==> src/pad_pkg.sv <==
/*
 * Shared definitions for the console pad port logic.
 * Blocks that need the pad word layout, the host joystick word
 * or the multitap constants import this package by wildcard
 * in their module header.
 */

package pad_pkg;

	// ====================
	// Widths and counts
	// ====================

	// Host joystick bits in use: directions, four buttons, four extras
	localparam int JOY_WIDTH = 12;

	// Multitap ports that can carry a pad
	localparam int PORT_COUNT = 5;

	// Port index runs 0 to 7
	// Indexes at or past PORT_COUNT read as empty
	localparam int PORT_IDX_WIDTH = 3;

	// One mouse motion axis
	localparam int MOTION_WIDTH = 8;

	// No pad fitted, low nibbles released and top nibble low
	localparam logic [15:0] EMPTY_PORT_WORD = 16'h0FFF;

	// ====================
	// Word types
	// ====================

	// Host joystick word, active high
	//   [3:0]  right, left, down, up
	//   [7:4]  I, II, select, run
	//   [11:8] III, IV, V, VI
	typedef logic [JOY_WIDTH-1:0] joy_word_t;

	// Pad word as the console sees it
	// Built through the button fields, read out one nibble at a time.
	// Nibble number is 2 * bank + select:
	//   0 keys, 1 dirs, 2 extra, 3 id
	typedef union packed {
		struct packed {
			logic [3:0] id;     // id nibble, zero when built
			logic [3:0] extra;  // VI, V, IV, III
			logic [3:0] dirs;   // left, down, right, up
			logic [3:0] keys;   // run, select, II, I
		} f;
		logic [3:0][3:0] nib;
	} pad_word_t;

endpackage

==> src/port_sequencer.sv <==
/*
 * Stage 1 of the pad port pipeline.
 * Samples the console select and clear lines, finds their rising
 * edges and runs the multitap port index and six-button bank.
 * Its registered outputs feed the word mux on the next clock.
 */

module port_sequencer import pad_pkg::*; (
	input  logic                      clk_sys,
	input  logic                      reset,

	// Configuration levels
	input  logic                      turbotap,
	input  logic                      buttons6,

	// Console pad port lines
	input  logic                      pad_sel,
	input  logic                      pad_clr,

	// Registered line levels
	output logic                      sel_q,
	output logic                      clr_q,

	// Clear rising edge, one cycle
	output logic                      clr_rise,

	// Port and bank for the word mux
	output logic [PORT_IDX_WIDTH-1:0] port_idx,
	output logic                      bank_hi
);

	logic                      sel_rise;
	logic [PORT_IDX_WIDTH-1:0] port_idx_next;
	logic                      bank_hi_next;

	// ====================
	// Edge detection
	// ====================

	// Compared with the levels seen at the previous clock
	assign clr_rise = pad_clr & ~clr_q;
	assign sel_rise = pad_sel & ~sel_q;

	always_ff @(posedge clk_sys) begin
		if (reset) begin
			sel_q <= 1'b0;
			clr_q <= 1'b0;
		end else begin
			sel_q <= pad_sel;
			clr_q <= pad_clr;
		end
	end

	// ====================
	// Port and bank
	// ====================

	// Clear parks the scan on port 0 for as long as it is held
	// Each select rise moves to the next multitap port, wrapping at 8
	always_comb begin
		port_idx_next = port_idx;
		if (pad_clr) begin
			port_idx_next = '0;
		end else if (sel_rise && turbotap) begin
			port_idx_next = port_idx + PORT_IDX_WIDTH'(1);
		end
	end

	// Six-button pads flip bank on every clear
	// Two-button mode keeps the low bank
	always_comb begin
		bank_hi_next = bank_hi;
		if (clr_rise) begin
			bank_hi_next = buttons6 ? ~bank_hi : 1'b0;
		end
	end

	always_ff @(posedge clk_sys) begin
		if (reset) begin
			port_idx <= '0;
			bank_hi  <= 1'b0;
		end else begin
			port_idx <= port_idx_next;
			bank_hi  <= bank_hi_next;
		end
	end

endmodule

==> src/mouse_tracker.sv <==
/*
 * Mouse side of stage 1.
 * Holds the latest motion, snapshots it once per four-clear cycle
 * and presents the motion nibble for the current phase.
 * An idle counter parks the phase so the next clear starts over.
 */

module mouse_tracker import pad_pkg::*; #(
	parameter int MOUSE_TIMEOUT_BITS = 15
) (
	input  logic                    clk_sys,
	input  logic                    reset,

	// From the port sequencer and the console
	input  logic                    clr_rise,
	input  logic                    pad_clr,

	// Host mouse motion, valid with the strobe
	input  logic                    mouse_strobe,
	input  logic [MOTION_WIDTH-1:0] mouse_x,
	input  logic [MOTION_WIDTH-1:0] mouse_y,

	// High nibble of the mouse byte
	output logic [3:0]              mouse_nibble
);

	logic [MOTION_WIDTH-1:0]       acc_x;
	logic [MOTION_WIDTH-1:0]       acc_y;
	logic [MOTION_WIDTH-1:0]       snap_x;
	logic [MOTION_WIDTH-1:0]       snap_y;
	logic [1:0]                    phase;
	logic [MOUSE_TIMEOUT_BITS-1:0] idle_cnt;
	logic                          idle_full;
	logic                          phase_wrap;

	assign idle_full  = &idle_cnt;
	assign phase_wrap = clr_rise && (phase == 2'd3);

	// ====================
	// Idle timeout
	// ====================

	// Restarts whenever the console holds clear, saturates otherwise
	always_ff @(posedge clk_sys) begin
		if (reset) begin
			idle_cnt <= '0;
		end else if (pad_clr) begin
			idle_cnt <= '0;
		end else if (!idle_full) begin
			idle_cnt <= idle_cnt + MOUSE_TIMEOUT_BITS'(1);
		end
	end

	// Clear edge wins over the timeout park
	always_ff @(posedge clk_sys) begin
		if (reset) begin
			phase <= 2'd0;
		end else if (clr_rise) begin
			phase <= phase + 2'd1;
		end else if (idle_full) begin
			phase <= 2'd3;
		end
	end

	// ====================
	// Motion capture
	// ====================

	// X is reported with the opposite sign
	// A strobe on the wrap cycle survives the clear
	always_ff @(posedge clk_sys) begin
		if (reset) begin
			acc_x  <= '0;
			acc_y  <= '0;
			snap_x <= '0;
			snap_y <= '0;
		end else begin
			if (phase_wrap) begin
				snap_x <= acc_x;
				snap_y <= acc_y;
				acc_x  <= '0;
				acc_y  <= '0;
			end
			if (mouse_strobe) begin
				acc_x <= '0 - mouse_x;
				acc_y <= mouse_y;
			end
		end
	end

	// X high, X low, Y high, Y low
	always_comb begin
		case (phase)
			2'd0:    mouse_nibble = snap_x[MOTION_WIDTH-1 -: 4];
			2'd1:    mouse_nibble = snap_x[3:0];
			2'd2:    mouse_nibble = snap_y[MOTION_WIDTH-1 -: 4];
			default: mouse_nibble = snap_y[3:0];
		endcase
	end

endmodule

==> src/pad_word_mux.sv <==
/*
 * Stages 2 and 3 of the pad port pipeline.
 * Builds the active-low pad word for the selected multitap port,
 * or the mouse byte pair on port 0, then latches one nibble of it
 * onto the console read lines.
 */

module pad_word_mux import pad_pkg::*; (
	input  logic                      clk_sys,
	input  logic                      reset,

	// Configuration levels
	input  logic                      joy_swap,
	input  logic                      mouse_en,

	// Stage 1 state
	input  logic                      sel_q,
	input  logic                      clr_q,
	input  logic                      bank_hi,
	input  logic [PORT_IDX_WIDTH-1:0] port_idx,

	// Host joysticks, active high
	input  joy_word_t                 joy_a,
	input  joy_word_t                 joy_b,
	input  joy_word_t                 joy_2,
	input  joy_word_t                 joy_3,
	input  joy_word_t                 joy_4,

	// Mouse buttons (left, right) and motion nibble
	input  logic [1:0]                mouse_btn,
	input  logic [3:0]                mouse_nibble,

	// Console read lines, active low
	output logic [3:0]                pad_nibble
);

	joy_word_t  joy_0;
	joy_word_t  joy_1;
	joy_word_t  port_joy [PORT_COUNT];
	logic [3:0] mouse_keys;
	logic [7:0] mouse_byte;
	pad_word_t  mouse_word;
	pad_word_t  sel_word;

	// Host joystick bits rearranged into pad fields, still active high
	function automatic pad_word_t build_fields(input joy_word_t joy);
		pad_word_t w;
		w.f.id    = 4'h0;
		w.f.extra = joy[11:8];
		w.f.dirs  = {joy[1], joy[2], joy[0], joy[3]};
		w.f.keys  = joy[7:4];
		return w;
	endfunction

	// ====================
	// Word selection
	// ====================

	assign joy_0 = joy_swap ? joy_b : joy_a;
	assign joy_1 = joy_swap ? joy_a : joy_b;

	always_comb begin
		port_joy[0] = joy_0;
		port_joy[1] = joy_1;
		port_joy[2] = joy_2;
		port_joy[3] = joy_3;
		port_joy[4] = joy_4;
	end

	// Mouse keeps run and select of the first pad
	assign mouse_keys = {joy_0[7], joy_0[6], mouse_btn[0], mouse_btn[1]};

	assign mouse_byte = {mouse_nibble, ~mouse_keys};
	assign mouse_word = {mouse_byte, mouse_byte};

	always_comb begin
		if (port_idx == '0 && mouse_en) begin
			sel_word = mouse_word;
		end else if (port_idx < PORT_IDX_WIDTH'(PORT_COUNT)) begin
			sel_word = ~build_fields(port_joy[port_idx]);
		end else begin
			sel_word = EMPTY_PORT_WORD;
		end
	end

	// ====================
	// Nibble latch
	// ====================

	always_ff @(posedge clk_sys) begin
		if (reset) begin
			pad_nibble <= 4'h0;
		end else if (clr_q) begin
			pad_nibble <= 4'h0;
		end else begin
			pad_nibble <= sel_word.nib[{bank_hi, sel_q}];
		end
	end

endmodule

==> src/pad_port_top.sv <==
/*
 * Console controller port top level.
 * Serves up to five pads through a multitap, six-button pads and
 * a mouse on port 0 over the two-line pad port.
 * Reads back two clocks after the console sets its lines.
 */

module pad_port_top import pad_pkg::*; #(
	parameter int MOUSE_TIMEOUT_BITS = 15
) (
	input  logic                    clk_sys,
	input  logic                    reset,

	// Host joysticks, active high
	input  joy_word_t               joy_a,
	input  joy_word_t               joy_b,
	input  joy_word_t               joy_2,
	input  joy_word_t               joy_3,
	input  joy_word_t               joy_4,

	// Host mouse
	input  logic [MOTION_WIDTH-1:0] mouse_x,
	input  logic [MOTION_WIDTH-1:0] mouse_y,
	input  logic                    mouse_strobe,
	input  logic [1:0]              mouse_btn,

	// Configuration levels
	input  logic                    joy_swap,
	input  logic                    turbotap,
	input  logic                    buttons6,
	input  logic                    mouse_en,

	// Console pad port
	input  logic                    pad_sel,
	input  logic                    pad_clr,
	output logic [3:0]              pad_nibble
);

	logic                      sel_q;
	logic                      clr_q;
	logic                      clr_rise;
	logic [PORT_IDX_WIDTH-1:0] port_idx;
	logic                      bank_hi;
	logic [3:0]                mouse_nibble;

	// ====================
	// Stage 1
	// ====================

	port_sequencer port_sequencer_inst (
		.clk_sys  (clk_sys),
		.reset    (reset),
		.turbotap (turbotap),
		.buttons6 (buttons6),
		.pad_sel  (pad_sel),
		.pad_clr  (pad_clr),
		.sel_q    (sel_q),
		.clr_q    (clr_q),
		.clr_rise (clr_rise),
		.port_idx (port_idx),
		.bank_hi  (bank_hi)
	);

	mouse_tracker #(
		.MOUSE_TIMEOUT_BITS (MOUSE_TIMEOUT_BITS)
	) mouse_tracker_inst (
		.clk_sys      (clk_sys),
		.reset        (reset),
		.clr_rise     (clr_rise),
		.pad_clr      (pad_clr),
		.mouse_strobe (mouse_strobe),
		.mouse_x      (mouse_x),
		.mouse_y      (mouse_y),
		.mouse_nibble (mouse_nibble)
	);

	// ====================
	// Stages 2 and 3
	// ====================

	pad_word_mux pad_word_mux_inst (
		.clk_sys      (clk_sys),
		.reset        (reset),
		.joy_swap     (joy_swap),
		.mouse_en     (mouse_en),
		.sel_q        (sel_q),
		.clr_q        (clr_q),
		.bank_hi      (bank_hi),
		.port_idx     (port_idx),
		.joy_a        (joy_a),
		.joy_b        (joy_b),
		.joy_2        (joy_2),
		.joy_3        (joy_3),
		.joy_4        (joy_4),
		.mouse_btn    (mouse_btn),
		.mouse_nibble (mouse_nibble),
		.pad_nibble   (pad_nibble)
	);

endmodule

==> config.mk <==
export PLATFORM = sky130hd
export DESIGN_NAME = pad_port_top
export DESIGN_NICKNAME = d
export VERILOG_FILES = /design/src/pad_pkg.sv /design/src/port_sequencer.sv /design/src/mouse_tracker.sv /design/src/pad_word_mux.sv /design/src/pad_port_top.sv
export SDC_FILE = /design/constraint.sdc
export NUM_CORES = 1
export LEC_CHECK = 0
export BUFFER_PORTS_ARGS = -buffer_cell sky130_fd_sc_hd__buf_4
export CAP_MARGIN = 20
export CORE_ASPECT_RATIO = 1.25
export CORE_MARGIN = 5
export CORE_UTILIZATION = 55
export CTS_BUF_LIST = sky130_fd_sc_hd__clkbuf_16
export CTS_CLUSTER_SIZE = 10
export DETAILED_ROUTE_END_ITERATION = 7
export PLACE_DENSITY_LB_ADDON = 0.3
export SLEW_MARGIN = 5
export SYNTH_ARGS = -nofsm -noshare
export SYNTH_HDL_FRONTEND = slang
export SYNTH_HIERARCHICAL = 1
export SYNTH_SLANG_ARGS = --single-unit
==> constraint.sdc <==
create_clock -name clk_sys -period 2.72 [get_ports clk_sys]
set_input_delay 0.408 -clock clk_sys [delete_from_list [all_inputs] [get_ports clk_sys]]
set_output_delay 0.408 -clock clk_sys [all_outputs]
set_load 0.01 [all_outputs]
# Word-level counts from Yosys, hierarchy flattened
# Index checks and enable logic that the tools add are counted.
[totals]
reg_bits = 59
inputBits = 87
output_inout_bits = 4
word_cells = 55
[op_classes]
addsub = 4
magnitude_cmp = 3
n_eq_ne = 3
mux = 16
n_bitwise = 8
n_reduce_logical = 10
[op_table]
columns = ["operator", "count"]
rows = [
  ["$mux 12", 4],
  ["$bmux 12 s3", 1],
  ["$mux 16", 2],
  ["$mux 8", 3],
  ["$not 12->16", 1],
  ["$add 15x1->15 const B", 1],
  ["$reduce_and 15->1", 1],
  ["$pmux 4 s3", 1],
  ["$bmux 4 s2", 1],
  ["$sub 1x8->8 const A", 1],
  ["$eq 2x2->1 const B", 2],
  ["$ge 4x4->1 const B", 1],
  ["$mux 2", 2],
  ["$mux 4", 1],
  ["$not 3->4", 1],
  ["$not 4->4", 1],
  ["$reduce_bool 2->1", 2],
  ["$reduce_or 2->1", 2],
  ["$add 3x1->3 const B", 1],
  ["$logic_and 1x1->1", 3],
  ["$logic_not 3->1", 1],
  ["$lt 2x3->1 const B", 1],
  ["$lt 3x3->1 const B", 1],
  ["$not 1->1", 3],
  ["other kinds (5)", 6],
]

# Logic depth before layout (Yosys ltp)
[depth]
ltp_word = 9
mapped_depth = 7
ltp_nobuf = 7

# Modules after synthesis
# The synthesis kept the hierarchy.
[modules_own_cells]
columns = ["module", "instances", "cells_per_inst", "area_each_um2", "seq_area_each_um2"]
rows = [
  ["mouse_tracker", 1, 265, 2254.7, 980.9],
  ["pad_word_mux", 1, 109, 858.3, 80.1],
  ["port_sequencer", 1, 21, 251.5, 120.1],
]

# Worst setup path after synthesis
# OpenSTA, ideal clock, no wires.
[synth_timing]
path_kind = "register to register"
from = "register mouse_tracker_inst.idle_cnt[0]"
to = "register mouse_tracker_inst.idle_cnt[1]"
setup_ns = 0.128
t_arrival_ns = 1.570
t_required_ns = 2.592
slack_ns = 1.022
stages_incl_launch_ff = 7
path_buffers = 1
synth_period_minus_slack_ns = 1.698
cell_sequence = "dfxtp_1 -> ha_1 -> nand4_1 -> nor4bb_4 -> buf_6 -> mux2i_1 -> nor2_1"
[synth_between]
elab_chain_cells = 1
elab_cells_between_ends = 2
cone_classes = "1 x add/sub; 1 x reduce/logical"
[synth_lines]
columns = ["element", "line", "text"]
rows = [
  ["start, declared", "mouse_tracker.sv:32", "logic [MOUSE_TIMEOUT_BITS-1:0] idle_cnt;"],
  ["start signal, assigned", "mouse_tracker.sv:50", "idle_cnt <= idle_cnt + MOUSE_TIMEOUT_BITS'(1);"],
  ["$add 15x1->15 or $reduce_and 15->1 (tied branches)", "mouse_tracker.sv:50, mouse_tracker.sv:36", ""],
]
# Parallel ways exist; a longest one is shown, timed or not.
# A chain may end at the register's enable or synchronous reset.

# Worst setup path after layout
# Ends and elaborated chain as after synthesis.

==> reports/qor.csv <==
stage,metric,value,unit
floorplanning,ios,91,
sta,maxSlewHeadroom,46.4,%
finish,seq_area,1180,um^2
worst_setup_path,worstPathRequired,2920,ps
synth,synth_fa_ha_area_share,2.98,%
floorplanning,start_util,57.4,%
detailed_routing,drtPass1Iterations,5,
clocking,path_clk_slew,50,ps
synth,synth.distinct_cells,60,
worst_setup_path,path_cells,"ha_1, nand4_1, nor4bb_4, mux2i_1, nor2_1",
detailed_routing,ant_nets,0,
clocking,cts_resized,0,
sta,fin_setup_tns,0,ps
synth,syn_area_per_cell,8.52,um^2
detailed_routing,dr_total_vias,3169,
synth,synthMuxAreaShare,11.4,%
clocking,postCtsSetupRepairBufs,0,
clocking,h-tree-depth,3,
floorplanning,die_w,80.0,um
floorplanning,die_area,7790,um^2
finish,antenna_cells,0,
power_and_ir_drop,powerDensity,502,nW/um^2
placed_design,port_buffers,90,
global_route,grt_overflow,0,
synth,synth_top_area_share,35.1,%
finish,multi_input_area,2010,um^2
run_status,status,completed,
sta,hold_slack,315,ps
global_route,grt_pass1_wl,13.6,mm
clocking,cts_buffers,9,
synth,synth_top_family_by_area,simple AND/OR/NAND/NOR gates,
placed_design,finalWeightedCongestion,0.836,
synth,seq_area_frac_synth,35.1,%
worst_setup_path,crit_arrival,2260,ps
sta,rsz0062_at_grt,false,
clocking,ctsHoldBuffers,0,
sta,period_share,75.7,%
sta,hold_viol_final,0,
worst_setup_path,reg2reg_to,mouse_tracker_inst/idle_cnt[1]$_SDFFE_PP0N_,
global_route,grt_pass1_vias,3060,
finish,drive_above_1_share,25.1,%
worst_setup_path,r2r_slack,660,ps
synth,synth_edf_count,0,
floorplanning,core_region_area,5860,um^2
global_route,grtUsageTotal,21.8,%
synth,syn_inst,395,
worst_setup_path,endpoint_kind,register,
worst_setup_path,setup.worst_path.end,mouse_tracker_inst/idle_cnt[1]$_SDFFE_PP0N_,
sta,max_slew.worst_pin.slew,801,ps
min_path,hp-class,in2reg,
worst_setup_path,critPathMaxStageDelay,760,ps
clocking,cts-root-buf,clkbuf_16,
power_and_ir_drop,power_leakage,1.66,nW
detailed_routing,top_layer,met4,
placed_design,dp_slack,670,ps
clocking,clock_latency,320,ps
worst_setup_path,path_max_fanout,15,
power_and_ir_drop,peakVddDrop,0.665,mV
detailed_routing,met2_length,4.56,mm
worst_setup_path,rr_startpoint,mouse_tracker_inst/idle_cnt[0]$_SDFFE_PP0N_,
synth,synth_seq_cells,59,
sta,clock_skew,4.10,ps
flow_run,maxCapViolCount,0,
sta,drv_slew,0,
global_route,grt_start_max_net_pins,47,
synth,synth_fp_nets,490,
detailed_routing,post_drt_wl_per_cell,14.9,um
placed_design,place_hpwl,6.26,mm
synth,synthFlopType,dfxtp_1,
worst_setup_path,start_kind,register,
synth,syn_area,3360,um^2
synth,ys_warn_count,6,
global_route,antenna_found_initial,0,
clocking,tritoncts,yes,
finish,final_util,73.3,%
sta,setup_slack,661,ps
detailed_routing,wl_met1,3.28,mm
detailed_routing,wirelength,8.38,mm
detailed_routing,vias_per_cell,5.65,
detailed_routing,drc,0,
synth,synth-xor-area-share,2.83,%
clocking,cts_sinks,59,
detailed_routing,wl_met3,426,um
worst_setup_path,cpMaxStageDelayCell,nor4bb_4,
worst_setup_path,crit_type,reg2reg,
synth,synthSimpleGateAreaFrac,23.9,%
sta,fmax,0.486,GHz
sta,fin_crit,2060,ps
worst_setup_path,worstSetupStartpoint,mouse_tracker_inst/idle_cnt[0]$_SDFFE_PP0N_,
clocking,cts_buffer_depth,2,
worst_setup_path,rr_worst_depth,5,
detailed_routing,drt_iter0_drc,204,
synth,synth_compound_area_share,18.6,%
synth,synth_area_leaders,"dfxtp_1 35%, mux2i_1 8.6%, nand2_1 7.6%",
floorplanning,placementRows,31,
floorplanning,die_h,97.4,um
finish,fillers,442,
finish,area_delta_synth_final,27.6,%
synth,ys_async_sr_fraction,0,%
synth,synth_top_area_cell,dfxtp_1,
finish,nets,570,
sta,setup_viol,0,
==> per-stage QoR <==
| stage | instance area, um^2 | power [mW] | std cells |
|---|---|---|---|
| 2_1_floorplan | 3360 | 1.08 | 395 |
| 3_3_place_gp | 4040 | 1.21 | 546 |
| 3_5_place_dp | 4040 | 1.22 | 546 |
| 4_1_cts | 4290 | 2.17 | 561 |
| 5_1_grt | 4290 | 2.25 | 561 |
| 6_report | 4290 | 2.16 | 561 |
==> critical path: cells and delay by family, from the launching register on <==
kind	cells	cell delay, ps
adders and majority gates	1	220
and+or+nand+nor	3	1100
muxes	1	260
DFF	1	360
==> synth_stat cells (all sizes together), types with 4 or more instances <==
cell type  number
or4             4
a211oi          6
a31oi           6
nor2           20
dfxtp          59
nand2          68
mux2i          29
o2111a          4
clkbuf         14
ha              8
nand3b         17
o211ai          8
mux2            8
buf            10
nor3            7
o21ai          10
a21oi          39
xor2            4
or3             6
nand4           4
a222oi          4
xnor2           6
inv            13
==> state kept, by name, indices dropped and copies added, names as in the netlist, 2 cells and up <==
register                      cells
mouse_tracker_inst/acc_x          8
mouse_tracker_inst/acc_y          8
mouse_tracker_inst/idle_cnt      15
mouse_tracker_inst/phase          2
mouse_tracker_inst/snap_x         8
mouse_tracker_inst/snap_y         8
pad_word_mux_inst/pad_nibble      4
port_sequencer_inst/port_idx      3
==> cells by family (layout without fill, tap and decap cells) <==
family | Yosys count | after routing
DFF | 59 | 59
muxes | 37 | 37
adders and majority gates | 8 | 8
AOI/OAI and AO/OA | 94 | 94
buffers and inverters | 37 | 121
and+or+nand+nor | 150 | 150
xor gates and xnor gates | 10 | 10
==> per-layer routing <==
metal  GRT usage [%]  vias up
li1                -     1597
met1            24.8     1490
met2            38.2       71
met3            6.31       11
met4            7.15        0
met5               0        -
==> layout make-up <==
cell class                      instances  share of cell area, %
Tap cell                               82                   2.39
Timing Repair Buffer                   93                   16.3
Sequential cell                        59                   27.5
Multi-Input combinational cell        299                   46.8
Clock buffer                            9                   5.25
Clock inverter                          6                  0.641
Inverter                               13                   1.14
==> report_power, final <==
group	internal, mW	switching [mW]
Combinational	0.165	0.123
Sequential	0.894	0.0225
Clock	0.593	0.357
Total	1.65	0.503
==> layout by cell type, fill, tap and decap left out, types with 7 or more instances in the layout <==
cell type / synthesis / final
ha_1: 8 / 8
o211ai_1: 8 / 8
o21ai_0: 7 / 7
inv_1: 13 / 16
nor2_1: 20 / 20
mux2i_1: 29 / 29
nand2_1: 68 / 68
dfxtp_1: 59 / 59
buf_4: 0 / 93
clkbuf_16: 0 / 9
nand3b_1: 16 / 16
a21oi_1: 39 / 39
==> worst min path at each step <==
stage,from,to,slack [ps],cells past startpoint
floorplan,mouse_tracker_inst/idle_cnt[14]$_SDFFE_PP0N_,mouse_tracker_inst/idle_cnt[14]$_SDFFE_PP0N_,430,2
global placement,mouse_tracker_inst/acc_x[7]$_SDFFE_PP0P_,mouse_tracker_inst/snap_x[7]$_SDFFE_PP0P_,440,2
CTS,pad_clr,port_sequencer_inst/port_idx[2]$_SDFFE_PP0P_,310,2
finish,pad_clr,port_sequencer_inst/port_idx[2]$_SDFFE_PP0P_,310,2
detailed placement,mouse_tracker_inst/acc_x[5]$_SDFFE_PP0P_,mouse_tracker_inst/snap_x[5]$_SDFFE_PP0P_,440,2
global route,pad_clr,port_sequencer_inst/port_idx[2]$_SDFFE_PP0P_,310,2
Note: power is estimated with default switching activity, not from simulation.
